==> config.mk <==
export PLATFORM = sky130hd
export DESIGN_NAME = umtrx_ctrl_top
export DESIGN_NICKNAME = d
export VERILOG_FILES = /design/src/source/ctrl_bus_pkg.sv /design/src/source/ctrl_regs_pkg.sv /design/src/source/wb_slave_if.sv /design/src/source/wb_slave_decode.sv /design/src/source/setting_reg_bank.sv /design/src/source/boot_reset_ctrl.sv /design/src/source/readback_mux.sv /design/src/source/umtrx_ctrl_top.sv
export SDC_FILE = /design/constraint.sdc
export NUM_CORES = 1
export LEC_CHECK = 0
export BUFFER_PORTS_ARGS = -buffer_cell sky130_fd_sc_hd__buf_2
export CORE_MARGIN = 2
export CORE_UTILIZATION = 40
export DETAILED_ROUTE_END_ITERATION = 12
export GPL_ROUTABILITY_DRIVEN = 0
export GPL_TIMING_DRIVEN = 0
export PLACE_DENSITY = 0.83
export SLEW_MARGIN = 10
export SYNTH_ARGS = -nofsm -noshare
export SYNTH_HDL_FRONTEND = slang
export SYNTH_SLANG_ARGS = --single-unit
export TNS_END_PERCENT = 20
==> constraint.sdc <==
create_clock -name wb_clk -period 1.5 [get_ports wb_clk]
set_input_delay 0.075 -clock wb_clk [delete_from_list [all_inputs] [get_ports wb_clk]]
set_output_delay 0.075 -clock wb_clk [all_outputs]
set_load 0.02 [all_outputs]
==> src/source/ctrl_bus_pkg.sv <==
// Wishbone bus widths and the slave address map of the control slice
// Shared by the decoder, the slave interface, the boot window logic and the top level

package ctrl_bus_pkg;

   //////////////////////////////////////////////////
   // Bus widths
   //////////////////////////////////////////////////

   localparam int ADR_W = 16;
   localparam int DAT_W = 32;

   // Upper address bits taking part in region decode
   localparam int DECODE_W = 8;

   typedef logic [ADR_W-1:0]    wb_adr_t;
   typedef logic [DAT_W-1:0]    wb_dat_t;
   typedef logic [DECODE_W-1:0] dec_t;

   //////////////////////////////////////////////////
   // Address map
   //////////////////////////////////////////////////

   // Readback words, 1 KB window
   localparam wb_adr_t RB_BASE = 16'h5C00;
   localparam wb_adr_t RB_MASK = 16'hFC00;

   // Settings bus, 4 KB window
   localparam wb_adr_t SET_BASE = 16'h7000;
   localparam wb_adr_t SET_MASK = 16'hF000;

endpackage

==> src/source/ctrl_regs_pkg.sv <==
// Setting register map, reset values and readback word layout
// Also holds the bootloader state encoding and the RAM window swap mask

package ctrl_regs_pkg;

   typedef logic [7:0] set_addr_t;
   typedef logic [7:0] led_t;
   typedef logic [3:0] rb_idx_t;

   // Byte address bit where the settings address starts
   localparam int SET_ADR_LSB = 2;
   // Byte address bit where the readback word index starts
   localparam int RB_ADR_LSB = 2;

   //////////////////////////////////////////////////
   // Setting addresses
   //////////////////////////////////////////////////

   localparam set_addr_t SR_MISC      = 8'd0;
   localparam set_addr_t MISC_FE_RST  = 8'd0;
   localparam set_addr_t MISC_LED_SW  = 8'd3;
   localparam set_addr_t MISC_PHY_RST = 8'd4;
   localparam set_addr_t MISC_BLDR    = 8'd5;
   localparam set_addr_t MISC_LED_SRC = 8'd6;

   // Two diversity switches at consecutive addresses
   localparam set_addr_t SR_DIVSW = 8'd180;

   // Reset values
   localparam led_t LED_SRC_RESET = 8'h1E;
   localparam logic DIVSW_RESET   = 1'b1;

   //////////////////////////////////////////////////
   // Readback
   //////////////////////////////////////////////////

   localparam logic [15:0] COMPAT_MAJOR = 16'd9;
   localparam logic [15:0] COMPAT_MINOR = 16'd0;
   localparam ctrl_bus_pkg::wb_dat_t COMPAT_NUM = {COMPAT_MAJOR, COMPAT_MINOR};

   localparam rb_idx_t RB_COMPAT_IDX = 4'd12;
   localparam rb_idx_t RB_STATUS_IDX = 4'd13;

   // Bootloader handover
   typedef enum logic {
      BOOT_WAIT = 1'b0,
      BOOT_DONE = 1'b1
   } boot_state_e;

   localparam ctrl_bus_pkg::wb_adr_t RAM_SWAP_MASK = 16'hC000;

endpackage

==> src/source/wb_slave_if.sv <==
// Single-slave Wishbone link between the address decoder and one slave
// The decoder takes the master modport, the slave block the slave modport

`timescale 1ns/1ps

interface wb_slave_if;

   logic                  stb;
   logic                  we;
   ctrl_bus_pkg::wb_adr_t adr;
   ctrl_bus_pkg::wb_dat_t dat_w;
   ctrl_bus_pkg::wb_dat_t dat_r;
   logic                  ack;

   modport master (output stb, output we, output adr, output dat_w,
                   input dat_r, input ack);

   modport slave (input stb, input we, input adr, input dat_w,
                  output dat_r, output ack);

endinterface

==> src/source/wb_slave_decode.sv <==
// Wishbone address decoder for the settings and readback regions
// Routes stb to the matching slave and returns its data and ack
// Unmapped cycles are acked here with zero data so the bus never hangs

`timescale 1ns/1ps

module wb_slave_decode (
   input  logic                  wb_clk,
   input  logic                  por_rst,
   input  ctrl_bus_pkg::wb_adr_t wb_adr_i,
   input  ctrl_bus_pkg::wb_dat_t wb_dat_i,
   input  logic                  wb_we_i,
   input  logic                  wb_stb_i,
   input  logic                  wb_cyc_i,
   output ctrl_bus_pkg::wb_dat_t wb_dat_o,
   output logic                  wb_ack_o,
   wb_slave_if.master            set_bus,
   wb_slave_if.master            rb_bus
);

   localparam int HI = ctrl_bus_pkg::ADR_W - 1;
   localparam int DW = ctrl_bus_pkg::DECODE_W;

   ctrl_bus_pkg::dec_t adr_dec;
   logic               stb;
   logic               set_hit;
   logic               rb_hit;
   logic               def_ack;

   assign stb     = wb_stb_i & wb_cyc_i;
   assign adr_dec = wb_adr_i[HI -: DW];

   // Region match on the upper address bits
   assign set_hit = (adr_dec & ctrl_bus_pkg::SET_MASK[HI -: DW])
                    == ctrl_bus_pkg::SET_BASE[HI -: DW];
   assign rb_hit  = (adr_dec & ctrl_bus_pkg::RB_MASK[HI -: DW])
                    == ctrl_bus_pkg::RB_BASE[HI -: DW];

   // Request side, shared address and data
   assign set_bus.stb   = stb & set_hit;
   assign set_bus.we    = wb_we_i;
   assign set_bus.adr   = wb_adr_i;
   assign set_bus.dat_w = wb_dat_i;

   assign rb_bus.stb   = stb & rb_hit;
   assign rb_bus.we    = wb_we_i;
   assign rb_bus.adr   = wb_adr_i;
   assign rb_bus.dat_w = wb_dat_i;

   // Default slave for unmapped addresses
   always_ff @(posedge wb_clk) begin
      if (por_rst) begin
         def_ack <= 1'b0;
      end else begin
         def_ack <= stb & ~set_hit & ~rb_hit & ~def_ack;
      end
   end

   // Return path
   assign wb_dat_o = rb_hit ? rb_bus.dat_r : (set_hit ? set_bus.dat_r : '0);
   assign wb_ack_o = (set_hit & set_bus.ack) | (rb_hit & rb_bus.ack) | def_ack;

   // One ack per request, whichever slave answers
   a_single_ack : assert property (@(posedge wb_clk) disable iff (por_rst)
      (stb && wb_ack_o) |=> !(stb && wb_ack_o))
      else $error("ack held for two cycles with stb high");

endmodule

==> src/source/setting_reg_bank.sv <==
// Settings bus writer, the board-control setting registers and the LED mux
// Registers load on the edge that acks the write, so outputs change with ack
// All registers return to their reset values on por_rst or soft_rst_i

`timescale 1ns/1ps

module setting_reg_bank (
   input  logic                wb_clk,
   input  logic                por_rst,
   input  logic                soft_rst_i,
   input  logic [3:0]          run_i,
   output logic                bldr_done_o,
   output ctrl_regs_pkg::led_t leds_o,
   output logic [1:0]          lms_res_o,
   output logic                phy_resetn_o,
   output logic [1:0]          div_sw_o,
   wb_slave_if.slave           set_bus
);

   logic                     rst;
   logic                     set_stb;
   ctrl_regs_pkg::set_addr_t set_addr;
   ctrl_bus_pkg::wb_dat_t    set_data;
   logic [1:0]               lms_res_q;
   ctrl_regs_pkg::led_t      led_sw_q;
   ctrl_regs_pkg::led_t      led_src_q;
   logic                     phy_rst_q;
   logic                     bldr_done_q;
   logic                     div_sw1_q;
   logic                     div_sw2_q;
   ctrl_regs_pkg::led_t      led_hw;

   assign rst = por_rst | soft_rst_i;

   //////////////////////////////////////////////////
   // Settings bus writer
   //////////////////////////////////////////////////

   // One strobe per write, on the edge that raises ack
   assign set_stb  = set_bus.stb & set_bus.we & ~set_bus.ack;
   assign set_addr = set_bus.adr[ctrl_regs_pkg::SET_ADR_LSB +: $bits(ctrl_regs_pkg::set_addr_t)];
   assign set_data = set_bus.dat_w;

   // Reads are acked too and return zero
   always_ff @(posedge wb_clk) begin
      if (rst) begin
         set_bus.ack <= 1'b0;
      end else begin
         set_bus.ack <= set_bus.stb & ~set_bus.ack;
      end
   end

   assign set_bus.dat_r = '0;

   //////////////////////////////////////////////////
   // Setting registers
   //////////////////////////////////////////////////

   always_ff @(posedge wb_clk) begin
      if (rst) begin
         lms_res_q   <= '0;
         led_sw_q    <= '0;
         phy_rst_q   <= 1'b0;
         bldr_done_q <= 1'b0;
         led_src_q   <= ctrl_regs_pkg::LED_SRC_RESET;
         div_sw1_q   <= ctrl_regs_pkg::DIVSW_RESET;
         div_sw2_q   <= ctrl_regs_pkg::DIVSW_RESET;
      end else if (set_stb) begin
         case (set_addr)
            ctrl_regs_pkg::SR_MISC + ctrl_regs_pkg::MISC_FE_RST:  lms_res_q   <= set_data[1:0];
            ctrl_regs_pkg::SR_MISC + ctrl_regs_pkg::MISC_LED_SW:  led_sw_q    <= set_data[7:0];
            ctrl_regs_pkg::SR_MISC + ctrl_regs_pkg::MISC_PHY_RST: phy_rst_q   <= set_data[0];
            ctrl_regs_pkg::SR_MISC + ctrl_regs_pkg::MISC_BLDR:    bldr_done_q <= set_data[0];
            ctrl_regs_pkg::SR_MISC + ctrl_regs_pkg::MISC_LED_SRC: led_src_q   <= set_data[7:0];
            ctrl_regs_pkg::SR_DIVSW:                              div_sw1_q   <= set_data[0];
            ctrl_regs_pkg::SR_DIVSW + 8'd1:                       div_sw2_q   <= set_data[0];
            // Unknown addresses are ignored
            default: ;
         endcase
      end
   end

   //////////////////////////////////////////////////
   // Outputs and LED source mux
   //////////////////////////////////////////////////

   // Run indicators in bits 4..1
   assign led_hw = {3'b000, run_i, 1'b0};

   // Source bit 1 selects hardware, 0 selects software
   assign leds_o = (led_src_q & led_hw) | (~led_src_q & led_sw_q);

   assign lms_res_o    = lms_res_q;
   assign phy_resetn_o = ~phy_rst_q;
   assign bldr_done_o  = bldr_done_q;
   assign div_sw_o     = {div_sw2_q, div_sw1_q};

   // Master holds stb until it sees ack
   a_ack_with_stb : assert property (@(posedge wb_clk) disable iff (rst)
      set_bus.ack |-> set_bus.stb)
      else $error("settings ack without stb");

endmodule

==> src/source/boot_reset_ctrl.sv <==
// Bootloader handover: one soft reset pulse once the bootloader reports done
// Until then boot RAM and main RAM swap places in the CPU address map

`timescale 1ns/1ps

module boot_reset_ctrl (
   input  logic                  wb_clk,
   input  logic                  por_rst,
   input  logic                  bldr_done_i,
   input  ctrl_bus_pkg::wb_adr_t cpu_adr_i,
   output logic                  soft_rst_o,
   output ctrl_bus_pkg::wb_adr_t bus_adr_o
);

   ctrl_regs_pkg::boot_state_e state_q;
   logic                       swap;

   always_ff @(posedge wb_clk) begin
      if (por_rst) begin
         state_q    <= ctrl_regs_pkg::BOOT_WAIT;
         soft_rst_o <= 1'b1;
      end else begin
         case (state_q)
            ctrl_regs_pkg::BOOT_WAIT: begin
               soft_rst_o <= 1'b0;
               // Single pulse, settings return to reset values
               if (bldr_done_i) begin
                  state_q    <= ctrl_regs_pkg::BOOT_DONE;
                  soft_rst_o <= 1'b1;
               end
            end
            ctrl_regs_pkg::BOOT_DONE: begin
               soft_rst_o <= 1'b0;
            end
         endcase
      end
   end

   // Top two bits equal means boot RAM or main RAM
   assign swap = (state_q == ctrl_regs_pkg::BOOT_WAIT) && (cpu_adr_i[15] == cpu_adr_i[14]);
   assign bus_adr_o = swap ? (cpu_adr_i ^ ctrl_regs_pkg::RAM_SWAP_MASK) : cpu_adr_i;

   a_done_sticky : assert property (@(posedge wb_clk)
      (state_q == ctrl_regs_pkg::BOOT_DONE) && !por_rst |=> state_q == ctrl_regs_pkg::BOOT_DONE)
      else $error("boot state left BOOT_DONE without power-on reset");

endmodule

==> src/source/readback_mux.sv <==
// Readback region: compatibility number and board status words
// Word and ack are registered together, one cycle after stb

`timescale 1ns/1ps

module readback_mux (
   input  logic       wb_clk,
   input  logic       por_rst,
   input  logic [1:0] lock_det_i,
   input  logic       button_i,
   input  logic       spi_ready_i,
   wb_slave_if.slave  rb_bus
);

   ctrl_regs_pkg::rb_idx_t word_idx;
   ctrl_bus_pkg::wb_dat_t  status;
   ctrl_bus_pkg::wb_dat_t  word;

   assign word_idx = rb_bus.adr[ctrl_regs_pkg::RB_ADR_LSB +: $bits(ctrl_regs_pkg::rb_idx_t)];

   // Status bits in 19..16
   assign status = {12'b0, lock_det_i[1], lock_det_i[0], button_i, spi_ready_i, 16'b0};

   always_comb begin
      case (word_idx)
         ctrl_regs_pkg::RB_COMPAT_IDX: word = ctrl_regs_pkg::COMPAT_NUM;
         ctrl_regs_pkg::RB_STATUS_IDX: word = status;
         default:                      word = '0;
      endcase
   end

   always_ff @(posedge wb_clk) begin
      if (por_rst) begin
         rb_bus.ack <= 1'b0;
      end else begin
         rb_bus.ack <= rb_bus.stb & ~rb_bus.ack;
      end
   end

   // Captured on the ack edge, held until the next access
   always_ff @(posedge wb_clk) begin
      if (rb_bus.stb && !rb_bus.ack) begin
         rb_bus.dat_r <= word;
      end
   end

endmodule

==> src/source/umtrx_ctrl_top.sv <==
// Board-control slice of the transceiver core, all on wb_clk
// Wishbone slave for settings and readback, LED mux and bootloader reset

`timescale 1ns/1ps

module umtrx_ctrl_top (
   input  logic                  wb_clk,
   input  logic                  por_rst,
   input  ctrl_bus_pkg::wb_adr_t wb_adr_i,
   input  ctrl_bus_pkg::wb_dat_t wb_dat_i,
   input  logic                  wb_we_i,
   input  logic                  wb_stb_i,
   input  logic                  wb_cyc_i,
   input  ctrl_bus_pkg::wb_adr_t cpu_adr_i,
   input  logic [3:0]            run_i,
   input  logic [1:0]            lock_det_i,
   input  logic                  button_i,
   input  logic                  spi_ready_i,
   output ctrl_bus_pkg::wb_dat_t wb_dat_o,
   output logic                  wb_ack_o,
   output ctrl_bus_pkg::wb_adr_t bus_adr_o,
   output logic                  soft_rst_o,
   output ctrl_regs_pkg::led_t   leds_o,
   output logic [1:0]            lms_res_o,
   output logic                  phy_resetn_o,
   output logic [1:0]            div_sw_o
);

   logic bldr_done;

   wb_slave_if set_bus ();
   wb_slave_if rb_bus ();

   //////////////////////////////////////////////////
   // Bus decode
   //////////////////////////////////////////////////

   wb_slave_decode decode_i (
      .wb_clk   (wb_clk),
      .por_rst  (por_rst),
      .wb_adr_i (wb_adr_i),
      .wb_dat_i (wb_dat_i),
      .wb_we_i  (wb_we_i),
      .wb_stb_i (wb_stb_i),
      .wb_cyc_i (wb_cyc_i),
      .wb_dat_o (wb_dat_o),
      .wb_ack_o (wb_ack_o),
      .set_bus  (set_bus.master),
      .rb_bus   (rb_bus.master)
   );

   //////////////////////////////////////////////////
   // Settings, boot control, readback
   //////////////////////////////////////////////////

   setting_reg_bank regs_i (
      .wb_clk       (wb_clk),
      .por_rst      (por_rst),
      .soft_rst_i   (soft_rst_o),
      .run_i        (run_i),
      .bldr_done_o  (bldr_done),
      .leds_o       (leds_o),
      .lms_res_o    (lms_res_o),
      .phy_resetn_o (phy_resetn_o),
      .div_sw_o     (div_sw_o),
      .set_bus      (set_bus.slave)
   );

   boot_reset_ctrl boot_i (
      .wb_clk      (wb_clk),
      .por_rst     (por_rst),
      .bldr_done_i (bldr_done),
      .cpu_adr_i   (cpu_adr_i),
      .soft_rst_o  (soft_rst_o),
      .bus_adr_o   (bus_adr_o)
   );

   readback_mux rb_i (
      .wb_clk      (wb_clk),
      .por_rst     (por_rst),
      .lock_det_i  (lock_det_i),
      .button_i    (button_i),
      .spi_ready_i (spi_ready_i),
      .rb_bus      (rb_bus.slave)
   );

endmodule

==> results.sh, run 1 <==
export IMPL_status="finished clean"
export IMPL_worst_clock_skew_ns=0.0105
export IMPL_top_layer_used="met4"
export IMPL_ys_seq_area_frac=0.360
export IMPL_multi_input_area_um2=891
export IMPL_cp_max_fo=8
export IMPL_io_buffer_count=71
export IMPL_wl_met3_um=482
export IMPL_final_common_cell="buf_2"
export IMPL_setup_violations=0
export IMPL_crit_type="flop to flop"
export IMPL_n_antenna_cell=0
export IMPL_finalMaxSlewViolations=0
export IMPL_dp_slack_ns=-0.0570
export IMPL_fin_crit_sh=0.908
export IMPL_ys_warn_count=0
export IMPL_synth_area_leaders="dfxtp_1, buf_4, edfxtp_1"
export IMPL_htreeDepth=2
export IMPL_hp_class="input pin to flop"
export IMPL_io_pins=140
export IMPL_holdBufCountCts=0
export IMPL_clock_sinks=31
export IMPL_cts_tree="built"
export IMPL_wl_met1_um=1690
export IMPL_die_x_um=71.7
export IMPL_start_util=0.418
export IMPL_seqCellArea_um2=661
export IMPL_first_global_vias=1684
export IMPL_cts_buffer_depth=2
export IMPL_grt_max_degree=11
export IMPL_dieArea_um2=5140
export IMPL_cts_root_buf="clkbuf_8"
export IMPL_synth_seq_cells=31
export IMPL_timing_fmax_ghz=0.734
export IMPL_leakage_nw=1.21
export IMPL_synth_top_area_share=0.295
export IMPL_final_hold_viol_count=0
export IMPL_drt_iter0_drc=84
export IMPL_rows=24
export IMPL_core_um2=4380
export IMPL_ys_types=37
export IMPL_dpl_hpwl_um=3340
export IMPL_fill_cells=410
export IMPL_cp_arrival_ns=1.51
export IMPL_antenna_found_initial=0
export IMPL_drive_above_1_share=0.445
export IMPL_critPathLaunchType="flop"
export IMPL_postSynthCellCount=208
export IMPL_crit_start="regs_i.set_bus.ack"
export IMPL_synthArstFlopShare=0
export IMPL_critPathCaptureType="flop"
export IMPL_clkTransAtPathRegs_ns=0.07
export IMPL_netlist_area_um2=1830
export IMPL_max_cap_viol_count=0
export IMPL_antenna_left=0
export IMPL_vias=1769
export IMPL_crit_required_ns=1.64
export IMPL_yosys_area_top_type="dfxtp_1"
export IMPL_syn2layout_area_growth_pct=36.2
export IMPL_drt_pre_antenna_iters=4
export IMPL_ys_flop_type="dfxtp_1"
export IMPL_finalPower_mw=2.05
export IMPL_nNetsFinal=393
export IMPL_numCtsBuffers=5
export IMPL_wl_per_cell_um=12.2
export IMPL_drc=0
export IMPL_rsz0062_at_grt="true"
export IMPL_layout_common_cells="buf_2, buf_4, conb_1"
export IMPL_insertion_delay_ns=0.28
export IMPL_routed_wl_um=4490
export IMPL_holdCritStartpoint="por_rst"
export IMPL_grt_overflow_total=0
export IMPL_die_h_um=71.7
export IMPL_layout_setup_ws_ns=0.138
export IMPL_power_density_nw_per_um2=822
export IMPL_reg2reg_from="regs_i.set_bus.ack"
export IMPL_synth_edf_count=4
export IMPL_vias_per_cell=4.79
export IMPL_grt_pass1_wl_um=7280
export IMPL_fin_crit_ns=1.36
export IMPL_ir_drop_mv=0.387
export IMPL_avgSynthCellArea_um2=8.81
export IMPL_route_met2_wl_um=2250
export IMPL_track_usage=0.179
==> synth_stat cells (5+ instances only) <==
master and number:
dfxtp_1 27, nor3_1 5, nand4_1 11, buf_4 47, nor2_1 6, inv_1 5
nor2b_1 6, nand3_1 7, nand2_1 6, a21oi_1 21, o21ai_0 19
==> sequential cells by signal (all words and copies together), names as in the netlist, 2 cells and up <==
| signal | cells |
|---|---|
| rb_i.rb_bus.dat_r | 4 |
| regs_i.lms_res_o | 2 |
| regs_i.led_src_q | 8 |
| regs_i.led_sw_q | 8 |
==> metal layers <==
metal | vias up | global-route usage
met1 | 783 | 0.199
met3 | 6 | 0.0534
met4 | 0 | 0.0797
met2 | 99 | 0.315
li1 | 881 | -
met5 | - | 0
==> per-stage QoR <==
step / setup TNS, ns / instance area, µm² / util / hold slack (ns) / std cells
after global routing: -0.0148 / 2500 / 0.569 / 0.0348 / 369
final: 0 / 2500 / 0.569 / 0.0218 / 369
after detailed placement: -0.498 / 2350 / 0.537 / 0.322 / 358
after CTS: 0 / 2490 / 0.567 / 0.0190 / 368
after floorplan: 0 / 1930 / - / 0.147 / 235
after global placement: 0 / 2350 / 0.537 / 0.311 / 358
==> final cells by class <==
class,count,area share
clock inverter,2,0.0140
inverter,5,0.00752
buffer,50,0.146
sequential,31,0.265
timing repair buffer,74,0.151
clock buffer,6,0.0331
multi-input combinational,149,0.357
tap,52,0.0261
==> critical path, cell delays in order (launching register included) <==
cell     delay (ns)
dfxtp_1        0.32
and3b_1        0.28
nand3_1        0.27
nor3_1         0.25
o21ai_0        0.11
==> power by group <==
part | switching [mW] | internal, mW
Combinational | 0.205 | 0.153
Sequential | 0.00176 | 0.842
Clock | 0.314 | 0.537
==> final timing paths <==
kind	end	slack (ns)	cells after the start
hold / removal	boot_i.state_q	0.02	2
setup / recovery	regs_i.led_src_q[3]	0.14	4
setup reg to reg	regs_i.led_src_q[3]	0.14	4
hold reg to reg	regs_i.led_sw_q[3]	0.48	2
==> cells by family after synthesis <==
family / count (synthesis) / share of synthesized area
flops: 31 / 0.360
mux: 6 / 0.0355
buf+inv: 55 / 0.209
compound gates: 46 / 0.138
other cells: 1 / 0.00205
simple gates: 69 / 0.255
==> repair_timing <==
action,in CTS,in global routing
gates resized for setup,0,3
setup buffers,2,1
hold endpoints to repair,0,0
pin swaps,0,1
setup endpoints to repair,1,12
No activity file was read; power rests on OpenSTA's default activity.
==> run 2, diff against run 1 <==
Settings changed: ABC_AREA set to 1, CORE_UTILIZATION 40 to 41, PLACE_DENSITY 0.83 to 0.84, SLEW_MARGIN 10 to not set.
==> run 2 against run 1 <==
Combinational power increased by 2%. Register-to-register slack improved by 0.11 ns. Critical path depth increased by 2. Sequential power about the same. Highest routed layer unchanged. Setup slack improved by 0.11 ns. Via count increased by 5.9%. Clock-buffer cell count increased by 2. First-iteration DRC count decreased by 39%. Die area increased by 2.5%. Cell area increased by 2.2%. Critical path type unchanged.
==> results.sh, run 2 <==
export IMPL_ys_flop_type="dfxtp_1"
export IMPL_grt_pass1_wl_um=6440
export IMPL_htreeDepth=2
export IMPL_antenna_found_initial=0
export IMPL_critPathCaptureType="flop"
export IMPL_numCtsBuffers=5
export IMPL_rsz0062_at_grt="false"
export IMPL_netlist_area_um2=1930
export IMPL_nNetsFinal=458
export IMPL_core_um2=4440
export IMPL_synthMostInstantiatedCell="nor2_1"
export IMPL_hp_class="input pin to flop"
export IMPL_rows=24
export IMPL_drt_iter0_drc=51
export IMPL_start_util=0.434
export IMPL_io_buffer_count=71
export IMPL_postSynthCellCount=276
export IMPL_final_hold_viol_count=0
export IMPL_tns_ns=0
export IMPL_cts_buffer_depth=2
export IMPL_crit_buf_inv=0
export IMPL_grt_max_degree=11
export IMPL_synth_edf_count=4
export IMPL_fin_crit_sh=0.832
export IMPL_status="finished clean"
export IMPL_cts_root_buf="clkbuf_8"
export IMPL_fin_crit_ns=1.25
export IMPL_clkTransAtPathRegs_ns=0.06
export IMPL_crit_type="flop to flop"
export IMPL_drc=0
export IMPL_synth_seq_cells=31
export IMPL_ys_types=24
export IMPL_avgSynthCellArea_um2=6.99
export IMPL_cp_arrival_ns=1.42
export IMPL_syn2layout_area_growth_pct=32.2
export IMPL_max_cap_viol_count=0
export IMPL_vias=1873
export IMPL_fin_area_um2=2550
export IMPL_io_pins=140
export IMPL_leakage_nw=1.35
export IMPL_ys_seq_area_frac=0.342
export IMPL_path_cells="nor2_2 > nand2_1 > nor2_2 > nand3_1 > nand2_1 > nor2_1"
export IMPL_synthTopCellsByCount="nor2_1, nand2_1, buf_4"
export IMPL_synth_area_leaders="dfxtp_1, buf_4, nor2_1"
export IMPL_synthArstFlopShare=0
export IMPL_clock_sinks=31
export IMPL_wl_per_cell_um=9.51
export IMPL_dieArea_um2=5270
export IMPL_critical_path_slowest_cell="dfxtp_1"
export IMPL_cts_resized=0
export IMPL_power_density_nw_per_um2=755
export IMPL_vias_per_cell=4.32
export IMPL_grt_overflow_total=0
export IMPL_track_usage=0.156
export IMPL_die_x_um=72.6
export IMPL_ys_warn_count=0
export IMPL_die_h_um=72.6
export IMPL_first_global_vias=1663
export IMPL_antenna_left=0
export IMPL_post_cts_setup_buffers=0
export IMPL_crit_required_ns=1.68
export IMPL_place_area_um2=2450
export IMPL_synth_top_area_share=0.280
export IMPL_ir_drop_mv=0.361
export IMPL_cp_max_fo=8
export IMPL_drive_above_1_share=0.366
export IMPL_finalMaxSlewViolations=0
export IMPL_worst_clock_skew_ns=0.000432
export IMPL_cp_slowest_stage_delay_ns=0.32
export IMPL_routed_wl_um=4130
export IMPL_cp_top_family="simple AND/OR/NAND/NOR gates"
export IMPL_cts_tree="built"
export IMPL_dpl_hpwl_um=3360
export IMPL_critPathLaunchType="flop"
export IMPL_final_common_cell="buf_2"
export IMPL_setup_violations=0
export IMPL_holdBufCountCts=0
export IMPL_max_slew_margin_rel=0.577
export IMPL_yosys_area_top_type="dfxtp_1"
export IMPL_reg_top3="regs_i.led_src_q x8, regs_i.led_sw_q x8, rb_i.rb_bus.dat_r x4"
export IMPL_insertion_delay_ns=0.28
export IMPL_n_antenna_cell=0
export IMPL_timing_fmax_ghz=0.802
export IMPL_worst_pin_slew_ns=0.632
export IMPL_layout_common_cells="buf_2, nor2_1, nand2_1"
export IMPL_drt_pre_antenna_iters=4
run 2: cell count changes after synthesis, moves of 5 or more:
cell,change
a21oi_1,-21
nand2_1,+46
nor2_1,+50
nor2b_1,-6
inv_1,+31
o21ai_1,+5
nand3_1,+10
nand4_1,-8
o21ai_0,-15
run 2: area by class of cell:
class | count | area, µm²
inverter | 36 | 135
buffer | 48 | 357
multi-input combinational | 188 | 878
tap | 52 | 65.1
timing repair buffer | 71 | 355
sequential | 31 | 661
fill | 428 | 1890
clock buffer | 8 | 100
run 2: path summary, 6_finish.rpt:
| path | startpoint | slack [ns] | cells after the start | to |
|---|---|---|---|---|
| setup reg to reg | regs_i.set_bus.ack | 0.25 | 6 | regs_i.led_sw_q[7] |
| setup / recovery | regs_i.set_bus.ack | 0.25 | 6 | regs_i.led_sw_q[7] |
| hold reg to reg | boot_i.soft_rst_o | 0.46 | 1 | regs_i.set_bus.ack |
| hold / removal | por_rst | 0.01 | 2 | boot_i.state_q |
run 2: cell families after synthesis:
kind of cell / after synthesis / synth area share
flops: 31 / 0.342
mux: 4 / 0.0233
buf+inv: 84 / 0.255
compound gates: 11 / 0.0350
other cells: 1 / 0.00194
simple gates: 145 / 0.342
run 2: power breakdown:
part | switching, mW | internal [mW]
logic | 0.212 | 0.154
registers | 0.00156 | 0.842
clock network | 0.298 | 0.418
total | 0.512 | 1.41
run 2: metrics by stage:
step	util	hold slack [ns]	std cells	power [mW]	setup slack [ns]
floorplan	-	0.147	303	1.13	0.399
global placement	0.552	0.304	426	1.22	0.141
finish	0.574	0.0138	434	1.93	0.252
detailed placement	0.552	0.304	426	1.23	0.0599
global route	0.574	0.0263	434	2.01	0.117
CTS	0.574	0.0106	434	1.93	0.247
run 2: worst register-to-register path, stage by stage, from the launching register on:
cell     delay [ns]
dfxtp_1        0.32
nor2_2         0.18
nand2_1        0.10
nor2_2         0.30
nand3_1        0.13
nand2_1        0.08
nor2_1         0.04
run 2: metal layers:
| metal | part of all wire | GRT usage | vias up |
|---|---|---|---|
| li1 | - | - | 983 |
| met1 | 0.39 | 0.156 | 813 |
| met2 | 0.52 | 0.294 | 71 |
| met3 | 0.072 | 0.0470 | 6 |
| met4 | 0.016 | 0.0658 | 0 |
| met5 | 0 | 0 | - |
